--- src/include/exec_defines.svh ---
`ifndef EXEC_DEFINES_SVH
`define EXEC_DEFINES_SVH

// Data, PC and immediate word width
`define EXEC_DATA_W 16

// Raw branch offset field as it leaves decode
`define EXEC_OFF_W 11

// Short offset form, low bits of the raw field
`define EXEC_SHORT_OFF_W 8

`endif

--- src/execPkg.sv ---
`default_nettype none

`include "exec_defines.svh"

package execPkg;

   // ALU operation codes
   typedef enum logic [2:0] {
      aluAdd   = 3'd0,
      aluSub   = 3'd1,
      aluAnd   = 3'd2,
      aluOr    = 3'd3,
      aluXor   = 3'd4,
      aluSll   = 3'd5,
      aluSrl   = 3'd6,
      aluPassB = 3'd7
   } aluOpT;

   // Branch conditions, codes 6 and 7 behave as never
   typedef enum logic [2:0] {
      brNever  = 3'd0,
      brEq     = 3'd1,
      brNe     = 3'd2,
      brLt     = 3'd3,
      brGe     = 3'd4,
      brAlways = 3'd5
   } brCondT;

   // Decoded operation entering the stage
   typedef struct packed {
      logic [`EXEC_DATA_W-1:0] rsData;
      logic [`EXEC_DATA_W-1:0] rtData;
      logic [`EXEC_DATA_W-1:0] pc;
      logic [`EXEC_DATA_W-1:0] imm;
      logic                    useImm;
      aluOpT                   aluOp;
      brCondT                  brCond;
      logic [`EXEC_OFF_W-1:0]  brOffset;
      logic                    shortOff;
      logic                    jumpReg;
   } execOpT;

   // Result leaving the stage
   typedef struct packed {
      logic [`EXEC_DATA_W-1:0] aluOut;
      logic [`EXEC_DATA_W-1:0] pcNext;
      logic                    taken;
   } execResT;

endpackage

`default_nettype wire

--- src/aluUnit.sv ---
`default_nettype none

`include "exec_defines.svh"

module aluUnit
   import execPkg::*;
(
   input  logic [`EXEC_DATA_W-1:0] rsData,
   input  logic [`EXEC_DATA_W-1:0] rtData,
   input  logic [`EXEC_DATA_W-1:0] imm,
   input  logic                    useImm,
   input  aluOpT                   aluOp,
   output logic [`EXEC_DATA_W-1:0] result,
   output logic                    zeroFlag,
   output logic                    signFlag
);

   logic [`EXEC_DATA_W-1:0] opB;
   logic [`EXEC_DATA_W-1:0] addB;
   logic [`EXEC_DATA_W-1:0] addSum;
   logic                    isSub;
   logic [3:0]              shAmt;

   // Operand B from immediate or second register
   assign opB = useImm ? imm : rtData;

   // Subtract as rs + ~B + 1
   assign isSub = (aluOp == aluSub);
   assign addB  = isSub ? ~opB : opB;

   claAdder16 aluAdder (
      .a    (rsData),
      .b    (addB),
      .cIn  (isSub),
      .sum  (addSum),
      .cOut ()
   );

   // Only the low nibble sets the shift distance
   assign shAmt = opB[3:0];

   always_comb begin
      case (aluOp)
         aluAdd:   result = addSum;
         aluSub:   result = addSum;
         aluAnd:   result = rsData & opB;
         aluOr:    result = rsData | opB;
         aluXor:   result = rsData ^ opB;
         aluSll:   result = rsData << shAmt;
         aluSrl:   result = rsData >> shAmt;
         aluPassB: result = opB;
         default:  result = opB;
      endcase
   end

   // Flags from the final result
   assign zeroFlag = (result == '0);
   assign signFlag = result[`EXEC_DATA_W-1];

endmodule

`default_nettype wire

--- src/branchTarget.sv ---
`default_nettype none

`include "exec_defines.svh"

module branchTarget
   import execPkg::*;
(
   input  logic [`EXEC_DATA_W-1:0] pc,
   input  logic [`EXEC_OFF_W-1:0]  brOffset,
   input  logic                    shortOff,
   output logic [`EXEC_DATA_W-1:0] target
);

   localparam int shortPad = `EXEC_DATA_W - `EXEC_SHORT_OFF_W;
   localparam int longPad  = `EXEC_DATA_W - `EXEC_OFF_W;

   logic [`EXEC_DATA_W-1:0] offShort;
   logic [`EXEC_DATA_W-1:0] offLong;
   logic [`EXEC_DATA_W-1:0] offExt;

   // Sign extend both forms, then pick by length
   assign offShort = {{shortPad{brOffset[`EXEC_SHORT_OFF_W-1]}},
                      brOffset[`EXEC_SHORT_OFF_W-1:0]};
   assign offLong  = {{longPad{brOffset[`EXEC_OFF_W-1]}}, brOffset};
   assign offExt   = shortOff ? offShort : offLong;

   // PC is already incremented, wraps at 16 bits
   claAdder16 pcAdder (
      .a    (pc),
      .b    (offExt),
      .cIn  (1'b0),
      .sum  (target),
      .cOut ()
   );

endmodule

`default_nettype wire

--- src/claAdder16.sv ---
`default_nettype none

module claAdder16 (
   input  logic [15:0] a,
   input  logic [15:0] b,
   input  logic        cIn,
   output logic [15:0] sum,
   output logic        cOut
);

   logic [15:0] gen;
   logic [15:0] prop;
   logic [15:0] carry;
   logic [3:0]  grpGen;
   logic [3:0]  grpProp;
   logic [4:0]  grpCarry;

   assign gen  = a & b;
   assign prop = a ^ b;

   // First level, lookahead inside each 4-bit group
   for (genvar k = 0; k < 4; k++) begin : gGroup
      localparam int base = 4 * k;

      assign grpGen[k] = gen[base+3]
         | (prop[base+3] & gen[base+2])
         | (prop[base+3] & prop[base+2] & gen[base+1])
         | (prop[base+3] & prop[base+2] & prop[base+1] & gen[base]);
      assign grpProp[k] = &prop[base+3:base];

      assign carry[base]   = grpCarry[k];
      assign carry[base+1] = gen[base] | (prop[base] & grpCarry[k]);
      assign carry[base+2] = gen[base+1] | (prop[base+1] & gen[base])
         | (prop[base+1] & prop[base] & grpCarry[k]);
      assign carry[base+3] = gen[base+2] | (prop[base+2] & gen[base+1])
         | (prop[base+2] & prop[base+1] & gen[base])
         | (prop[base+2] & prop[base+1] & prop[base] & grpCarry[k]);
   end

   // Second level across groups
   assign grpCarry[0] = cIn;
   assign grpCarry[1] = grpGen[0] | (grpProp[0] & cIn);
   assign grpCarry[2] = grpGen[1] | (grpProp[1] & grpGen[0])
      | (grpProp[1] & grpProp[0] & cIn);
   assign grpCarry[3] = grpGen[2] | (grpProp[2] & grpGen[1])
      | (grpProp[2] & grpProp[1] & grpGen[0])
      | (grpProp[2] & grpProp[1] & grpProp[0] & cIn);
   assign grpCarry[4] = grpGen[3] | (grpProp[3] & grpCarry[3]);

   assign sum  = prop ^ carry;
   assign cOut = grpCarry[4];

endmodule

`default_nettype wire

--- src/executeStage.sv ---
`default_nettype none

`include "exec_defines.svh"

module executeStage
   import execPkg::*;
(
   input  logic                    clk,
   input  logic                    arstN,
   input  logic                    opReq,
   output logic                    opAck,
   input  logic [`EXEC_DATA_W-1:0] rsData,
   input  logic [`EXEC_DATA_W-1:0] rtData,
   input  logic [`EXEC_DATA_W-1:0] pc,
   input  logic [`EXEC_DATA_W-1:0] imm,
   input  logic                    useImm,
   input  logic                    shortOff,
   input  logic                    jumpReg,
   input  aluOpT                   aluOp,
   input  brCondT                  brCond,
   input  logic [`EXEC_OFF_W-1:0]  brOffset,
   output logic                    resReq,
   input  logic                    resAck,
   output logic [`EXEC_DATA_W-1:0] aluOut,
   output logic [`EXEC_DATA_W-1:0] pcNext,
   output logic                    taken
);

   execOpT                  opIn;
   execOpT                  opHeld;
   logic                    opValid;
   logic                    opDone;
   execResT                 resIn;
   execResT                 resOut;
   logic [`EXEC_DATA_W-1:0] aluResult;
   logic                    zeroFlag;
   logic                    signFlag;
   logic [`EXEC_DATA_W-1:0] brTarget;
   logic [`EXEC_DATA_W-1:0] pcSel;
   logic                    brTaken;

   // Gather loose inputs into one operation word
   assign opIn = '{
      rsData:   rsData,
      rtData:   rtData,
      pc:       pc,
      imm:      imm,
      useImm:   useImm,
      aluOp:    aluOp,
      brCond:   brCond,
      brOffset: brOffset,
      shortOff: shortOff,
      jumpReg:  jumpReg
   };

   reqAckSlot #(.payloadT(execOpT)) opSlot (
      .clk     (clk),
      .arstN   (arstN),
      .inReq   (opReq),
      .inAck   (opAck),
      .inData  (opIn),
      .outReq  (opValid),
      .outAck  (opDone),
      .outData (opHeld)
   );

   aluUnit alu (
      .rsData   (opHeld.rsData),
      .rtData   (opHeld.rtData),
      .imm      (opHeld.imm),
      .useImm   (opHeld.useImm),
      .aluOp    (opHeld.aluOp),
      .result   (aluResult),
      .zeroFlag (zeroFlag),
      .signFlag (signFlag)
   );

   branchTarget brAdd (
      .pc       (opHeld.pc),
      .brOffset (opHeld.brOffset),
      .shortOff (opHeld.shortOff),
      .target   (brTarget)
   );

   nextPcSelect pcMux (
      .pc        (opHeld.pc),
      .target    (brTarget),
      .aluResult (aluResult),
      .zeroFlag  (zeroFlag),
      .signFlag  (signFlag),
      .brCond    (opHeld.brCond),
      .jumpReg   (opHeld.jumpReg),
      .pcNext    (pcSel),
      .taken     (brTaken)
   );

   // Result word straight from the compute blocks
   assign resIn = '{aluOut: aluResult, pcNext: pcSel, taken: brTaken};

   reqAckSlot #(.payloadT(execResT)) resSlot (
      .clk     (clk),
      .arstN   (arstN),
      .inReq   (opValid),
      .inAck   (opDone),
      .inData  (resIn),
      .outReq  (resReq),
      .outAck  (resAck),
      .outData (resOut)
   );

   assign aluOut = resOut.aluOut;
   assign pcNext = resOut.pcNext;
   assign taken  = resOut.taken;

endmodule

`default_nettype wire

--- src/nextPcSelect.sv ---
`default_nettype none

`include "exec_defines.svh"

module nextPcSelect
   import execPkg::*;
(
   input  logic [`EXEC_DATA_W-1:0] pc,
   input  logic [`EXEC_DATA_W-1:0] target,
   input  logic [`EXEC_DATA_W-1:0] aluResult,
   input  logic                    zeroFlag,
   input  logic                    signFlag,
   input  brCondT                  brCond,
   input  logic                    jumpReg,
   output logic [`EXEC_DATA_W-1:0] pcNext,
   output logic                    taken
);

   // Condition test on this operation's flags
   always_comb begin
      case (brCond)
         brNever:  taken = 1'b0;
         brEq:     taken = zeroFlag;
         brNe:     taken = ~zeroFlag;
         brLt:     taken = signFlag;
         brGe:     taken = ~signFlag;
         brAlways: taken = 1'b1;
         default:  taken = 1'b0;
      endcase
   end

   // Register jump wins over a taken branch
   always_comb begin
      if (jumpReg) begin
         pcNext = aluResult;
      end else if (taken) begin
         pcNext = target;
      end else begin
         pcNext = pc;
      end
   end

endmodule

`default_nettype wire

--- src/reqAckSlot.sv ---
`default_nettype none

module reqAckSlot
   import execPkg::*;
#(
   parameter type payloadT = execOpT
) (
   input  logic    clk,
   input  logic    arstN,
   input  logic    inReq,
   output logic    inAck,
   input  payloadT inData,
   output logic    outReq,
   input  logic    outAck,
   output payloadT outData
);

   logic    full;
   logic    sent;
   logic    capture;
   payloadT dataQ;

   // Take a new payload only with the previous send fully closed
   assign capture = inReq & ~full & ~inAck;

   always_ff @(posedge clk or negedge arstN) begin
      if (!arstN) begin
         full   <= 1'b0;
         sent   <= 1'b0;
         inAck  <= 1'b0;
         outReq <= 1'b0;
      end else begin
         // Receive side
         if (capture) begin
            full  <= 1'b1;
            inAck <= 1'b1;
         end else if (!inReq) begin
            inAck <= 1'b0;
         end

         // Send side
         if (full && !sent && !outReq && !outAck) begin
            outReq <= 1'b1;
         end else if (outReq && outAck) begin
            outReq <= 1'b0;
            sent   <= 1'b1;
         end else if (sent && !outAck) begin
            // Ack dropped, slot is free again
            full <= 1'b0;
            sent <= 1'b0;
         end
      end
   end

   always_ff @(posedge clk) begin
      if (capture) begin
         dataQ <= inData;
      end
   end

   assign outData = dataQ;

endmodule

`default_nettype wire

--- config.mk ---
export PLATFORM = sky130hd
export DESIGN_NAME = executeStage
export DESIGN_NICKNAME = d
export VERILOG_FILES = /design/src/execPkg.sv /design/src/aluUnit.sv /design/src/branchTarget.sv /design/src/claAdder16.sv /design/src/executeStage.sv /design/src/nextPcSelect.sv /design/src/reqAckSlot.sv
export VERILOG_INCLUDE_DIRS = /design/src /design/src/include
export SDC_FILE = /design/constraint.sdc
export NUM_CORES = 1
export LEC_CHECK = 0
export BUFFER_PORTS_ARGS = -buffer_cell sky130_fd_sc_hd__buf_4
export CORE_UTILIZATION = 60
export CTS_BUF_LIST = sky130_fd_sc_hd__clkbuf_8
export CTS_CLUSTER_SIZE = 25
export DETAILED_ROUTE_END_ITERATION = 8
export GPL_TIMING_DRIVEN = 1
export PLACE_DENSITY = 0.82
export SYNTH_ARGS = -nofsm -noshare
export SYNTH_HDL_FRONTEND = slang
export SYNTH_SLANG_ARGS = --single-unit
--- constraint.sdc ---
create_clock -name clk -period 9.2 [get_ports clk]
set_input_delay 1.84 -clock clk [delete_from_list [all_inputs] [get_ports clk]]
set_output_delay 1.84 -clock clk [all_outputs]
set_load 0.05 [all_outputs]
# After elaboration in Yosys (flattened, before gate mapping)
# Index checks and enable logic that the tools add are counted.
# totals
regBits	125
in_bits	88
output_inout_bits	35
elab_cells	298
# op_classes
eq_ne	14
shift	2
n_mux	27
bitwise	204
reduce_logical	30
# op_table
op	count
1-bit bitwise AND	114
16-bit one-hot mux with 7 select lines	1
16-bit 2-to-1 mux	5
16-bit XOR	5
1-bit OR	72
15-bit bitwise AND	2
1-bit 2-to-1 mux	20
4-bit AND reduction	5
3-bit == test (second input constant)	6
16-bit bitwise AND	1
16-bit logical NOT	1
16-bit NOT	1
16-bit OR	1
16-bit by 4-bit << shifter with 16-bit output	1
16-bit by 4-bit right shift with 16-bit output	1
3-bit by 2-bit == test with 1-bit output (second input constant)	4
1-bit logical AND	10
1-bit NOT	8
2-bit nonzero test	4
3-bit by 1-bit == test with 1-bit output (second input constant)	2
1-bit logical NOT	6
1-bit one-hot mux with 5 select lines	1
2-bit by 1-bit != test with 1-bit output (second input constant)	2
2-bit AND reduction	2
2 further kinds	2

# Logic depth before layout (Yosys ltp)
# logic_depth
word_depth	21
mapped_depth	25
depth_no_buf	18

# Modules after synthesis
# Synthesis repeated with hierarchy kept, for this count alone.
# hier_totals
cells_unflattened	800
area_unflattened_um2	8816.0
# by_module_without_submodules
module	n_inst	cells_each	area_per_inst_um2	seq_area_each_um2
aluUnit	1	412	3083.0	0.0
reqAckSlot (opSlot)	1	98	2682.6	2622.5
claAdder16	2	79	685.7	0.0
reqAckSlot (resSlot)	1	47	1151.1	1091.0
nextPcSelect	1	81	490.5	0.0
branchTarget	1	4	37.5	0.0

# Least setup slack after synthesis
# Ideal clock, no wire load.
# synth_timing
path_kind	input to register
from	in opReq
to	reg opSlot.dataQ, in the netlist opSlot.outData[0] (enable)
setup_time_ps	647
arrival_ps	7885
t_required_ps	8553
slack_ps	668
stages	1
path_buffers	0
cell_sequence	nor3b_1
# synth_between
elab_chain_cells	2
# synth_lines
element	line_no	rtl
start: declaration	executeStage.sv:10	input logic opReq,
1-bit bitwise AND (2 in series)	reqAckSlot.sv:24	assign capture = inReq & ~full & ~inAck;
end signal: assignment	reqAckSlot.sv:57	dataQ <= inData;
end: declaration	reqAckSlot.sv:21	payloadT dataQ;
# Every way passes these cells.
# A chain may end at the register's enable or synchronous reset.

# Final worst setup path
# layout_timing
from	reg opSlot.dataQ, in the netlist opSlot.outData[18]
to	reg resSlot.dataQ, in the netlist resSlot.outData[4] (data pin)
# layout_between
elab_cells_between_ends	122
cone_classes	7 x eq/ne; 5 x mux; 104 x bitwise; 6 x reduce/logical
# layout_lines
element	line_no	rtl
3-bit by 1-bit == test with 1-bit output	aluUnit.sv:28, aluUnit.sv:43	
16-bit 2-to-1 mux	aluUnit.sv:29	assign addB = isSub ? ~opB : opB;
16-bit XOR / 15-bit bitwise AND (equally long branches)	claAdder16.sv:19, claAdder16.sv:18	
1-bit bitwise AND (on tied branches)	claAdder16.sv:26, claAdder16.sv:27, claAdder16.sv:28	
1-bit OR (tied with other cells)	claAdder16.sv:26	| (prop[base+3] & gen[base+2])
1-bit OR / 1-bit bitwise AND (equally long branches)	claAdder16.sv:27, claAdder16.sv:28	
1-bit OR	claAdder16.sv:28	| (prop[base+3] & prop[base+2] & prop[base+1] & gen[base]);
1-bit bitwise AND	claAdder16.sv:45	assign grpCarry[3] = grpGen[2] | (grpProp[2] & grpGen[1])
(+4 left out)	-	
16-bit one-hot mux with 7 select lines *	aluUnit.sv:43	case (aluOp)
via alu.result[12]	aluUnit.sv:13	output logic [`EXEC_DATA_W-1:0] result,
16-bit logical NOT *	aluUnit.sv:57	assign zeroFlag = (result == '0);
1-bit NOT	nextPcSelect.sv:24	brNe: taken = ~zeroFlag;
1-bit one-hot mux with 5 select lines *	nextPcSelect.sv:21	case (brCond)
16-bit 2-to-1 mux *	nextPcSelect.sv:36	end else if (taken) begin
16-bit 2-to-1 mux *	nextPcSelect.sv:34	if (jumpReg) begin
via pcMux.pcNext[3]	nextPcSelect.sv:15	output logic [`EXEC_DATA_W-1:0] pcNext,
end signal: assignment	reqAckSlot.sv:57	
end: declaration	reqAckSlot.sv:21	
# The timed path passes the listed nets; every way through them passes the cells marked *.

==> flow_summary.json <==
{
  "finalCriticalPeriod_ps": 6914,
  "critical_path.top_delay_family": "simple AND/OR/NAND/NOR gates",
  "ctsLongestPathBuffers": 2,
  "dp_hpwl_microns": 18200,
  "path_depth": 17,
  "rows": 44,
  "period_share": 0.7516,
  "drt_iter0_drc": 1181,
  "fmax_mhz": 144.6,
  "place.gp.congestion": 1.062,
  "vias": 7507,
  "tightest_slew_ps": 1123,
  "postSynthCellCount": 842,
  "timing.final.hold_violations": 0,
  "cp-endpoint": "resSlot.outData[4]$_DFFE_PP_",
  "final_cell_mix": "133 x buf_4, 117 x edfxtp_1, 67 x nand2_1, 63 x ha_1, 57 x inv_1",
  "critPathBufInv": 1,
  "r2r-end": "resSlot.outData[4]$_DFFE_PP_",
  "setup_tns_ps": 0,
  "slowest_stage": "and2_1",
  "dieArea_sq_um": 15520,
  "path_cells": "buf_4, nor2_1, and2_1, xnor2_1, ha_1, nor3_1, a2111oi_2, o31ai_1, nand2_1, a31oi_1, fa_1, a32oi_1, nor4_1, and4b_1, a2111o_1, and3_1, a311o_1",
  "clk_latency_ps": 480,
  "rsz0062_at_grt": "no",
  "grt_pass1_vias": 7191,
  "clk_pin_slew_ps": 80,
  "cp-start-kind": "flip-flop",
  "arrival_ps": 7120,
  "antenna_found_initial": 1,
  "min_path_type": "reg2reg",
  "h-tree-depth": 4,
  "setup_violations": 0,
  "drive_above_1_share": 0.2186,
  "cp-end-kind": "flip-flop",
  "ys_ff_latch": 125,
  "nets": 1101,
  "syn_to_final_growth_pct": 15.47,
  "viasPerCell": 6.579,
  "die_height_microns": 124.6,
  "drt_wl_total_microns": 25720,
  "grt_pass1_wl_microns": 39850,
  "overflow": 0,
  "async_flop_share": 0.06400,
  "regToRegSetupSlack_ps": 2290,
  "fill_cells": 1038,
  "die_x_microns": 124.6,
  "grt_max_degree": 85,
  "yosysUniqueCellTypes": 84,
  "drc": 0,
  "critical_path_peak_fanout": 34,
  "ff_latch_area_sq_um": 3714,
  "worstSetupPathType": "reg2reg",
  "slew_headroom": 0.2516,
  "multi_input_area_sq_um": 4781,
  "initial_core_util": 0.6180,
  "cpPeakStageDelay_ps": 800,
  "cts_resized": 0,
  "cts_hold_buf": 0,
  "avgRoutedWirePerCell_microns": 22.55,
  "ys_warn_count": 0,
  "core_sq_um": 14590,
  "grt.total_usage": 0.3397,
  "r2r-start": "opSlot.outData[18]$_DFFE_PP_",
  "avgSynthCellArea_sq_um": 10.71,
  "synth_edf_count": 117,
  "drt_first_pass_iters": 5,
  "ant_nets": 0,
  "status": "completed",
  "cts_root_buf": "clkbuf_8",
  "maxSlewViolCount": 0,
  "fin_skew_ps": 24.13,
  "syn_nets": 1000,
  "crit_required_ps": 9410,
  "ys.flop_type": "edfxtp_1",
  "post-cts-setup-buffer-count": 0,
  "cp-startpoint": "opSlot.outData[18]$_DFFE_PP_",
  "reg2regPathDepth": 17,
  "max-cap-violations": 0,
  "cts_tree": "done",
  "syn-cell-area_sq_um": 9016,
  "layout.cells.most_common": "buf_4",
  "finalPower_uw": 2604,
  "dpl_cell_area_sq_um": 9973,
  "port_buffers": 122,
  "cts-buffers-inserted": 17,
  "p_per_area_nw_per_um2": 250.1,
  "fin_area_sq_um": 10410,
  "yosysSeqAreaShare": 0.4119,
  "ir_drop_v": 0.0002090,
  "clkSinkCount": 125,
  "p_leak_uw": 0.004207,
  "ios": 123
}
[metal layers]
metal	share of wire	global-route usage	vias to the layer above
met4	0.043	0.1559	0
met5	0	0	-
met2	0.43	0.4953	509
met3	0.12	0.1048	103
met1	0.41	0.4636	3511
li1	-	-	3384
[area by class of cell]
type                            count  area share
Antenna cell                        1   0.0002404
Clock buffer                       19     0.02512
Clock inverter                     13     0.01670
Inverter                           62     0.02404
Multi-Input combinational cell    604      0.4592
Sequential cell                   125      0.3567
Tap cell                          184     0.02211
Timing Repair Buffer              133     0.09590
[stage by stage]
step	utilization	setup WS (ps)	std cells	hold WS, ps
6_report	0.7136	2286	1141	487.4
5_1_grt	0.7135	1657	1140	519.4
4_1_cts	0.7135	2326	1140	494.9
3_5_place_dp	0.6836	2365	1108	473.7
3_3_place_gp	0.6836	2543	1108	458.7
2_1_floorplan	-	668.5	842	425.5
[worst register-to-register path, stage by stage, from the launching register on]
cell	delay, ps
edfxtp_1	370
buf_4	250
nor2_1	630
and2_1	800
xnor2_1	170
ha_1	350
nor3_1	300
a2111oi_2	110
o31ai_1	680
nand2_1	110
a31oi_1	240
fa_1	460
a32oi_1	300
nor4_1	100
and4b_1	210
a2111o_1	590
and3_1	520
a311o_1	470
[cells by family (layout without fill, tap and decap cells)]
| kind of cell | after synthesis | count (layout) | synth area share |
|---|---|---|---|
| AO/OA/AOI/OAI | 188 | 188 | 0.1536 |
| multiplexers | 74 | 74 | 0.1071 |
| other | 0 | 1 | 0 |
| XOR/XNOR | 37 | 37 | 0.03594 |
| buffers and inverters | 113 | 227 | 0.05898 |
| adder cells (fa/ha/maj) | 70 | 70 | 0.1030 |
| AND/OR/NAND/NOR | 235 | 235 | 0.1295 |
| flip-flops | 125 | 125 | 0.4119 |
[sequential cells by signal (all words and copies together) (netlist names)]
| name | count |
|---|---|
| opSlot.outData | 84 |
| resSlot.outData | 33 |
| opSlot.full | 1 |
| opSlot.inAck | 1 |
| opSlot.outReq | 1 |
| opSlot.sent | 1 |
| resSlot.full | 1 |
| resSlot.inAck | 1 |
| resSlot.outReq | 1 |
| resSlot.sent | 1 |
[power breakdown]
part           total, uW  internal (uW)  switching (uW)
Sequential           868            782            86.7
Combinational       1190            430             760
Clock                546            290             256
Total               2600           1500            1100
[synthesized netlist by cell type, types with 7 or more instances]
library cell | n | area share
nor2_1 | 49 | 0.020
and2_1 | 7 | 0.0049
mux2i_1 | 47 | 0.052
a21oi_1 | 42 | 0.023
mux2_2 | 8 | 0.010
mux4_2 | 16 | 0.040
inv_1 | 57 | 0.024
edfxtp_1 | 117 | 0.39
a311oi_1 | 8 | 0.0078
nor2b_1 | 13 | 0.0090
nand2_1 | 67 | 0.028
dfrtp_1 | 8 | 0.022
nand4_1 | 13 | 0.0090
a211oi_1 | 9 | 0.0075
o21ai_0 | 31 | 0.017
xnor2_1 | 31 | 0.030
a311o_1 | 7 | 0.0078
buf_2 | 10 | 0.0056
a31oi_1 | 16 | 0.011
fa_1 | 7 | 0.016
nand3_1 | 12 | 0.0067
nor3_1 | 22 | 0.012
ha_1 | 63 | 0.087
clkbuf_1 | 29 | 0.012
nand2b_1 | 18 | 0.012
[worst min-delay path by stage]
stage / cells past startpoint / to / start
after floorplan: 1 / opSlot.outReq$_DFFE_PN0P_ / resSlot.inAck$_DFFE_PN0P_
after global placement: 1 / resSlot.full$_DFF_PN0_ / resSlot.sent$_DFFE_PN0P_
after detailed placement: 1 / opSlot.full$_DFF_PN0_ / opSlot.sent$_DFFE_PN0P_
after CTS: 1 / opSlot.outReq$_DFFE_PN0P_ / resSlot.inAck$_DFFE_PN0P_
after global routing: 1 / opSlot.outReq$_DFFE_PN0P_ / resSlot.inAck$_DFFE_PN0P_
final: 1 / opSlot.full$_DFF_PN0_ / opSlot.sent$_DFFE_PN0P_
Note: power is estimated with default switching activity, not from simulation.
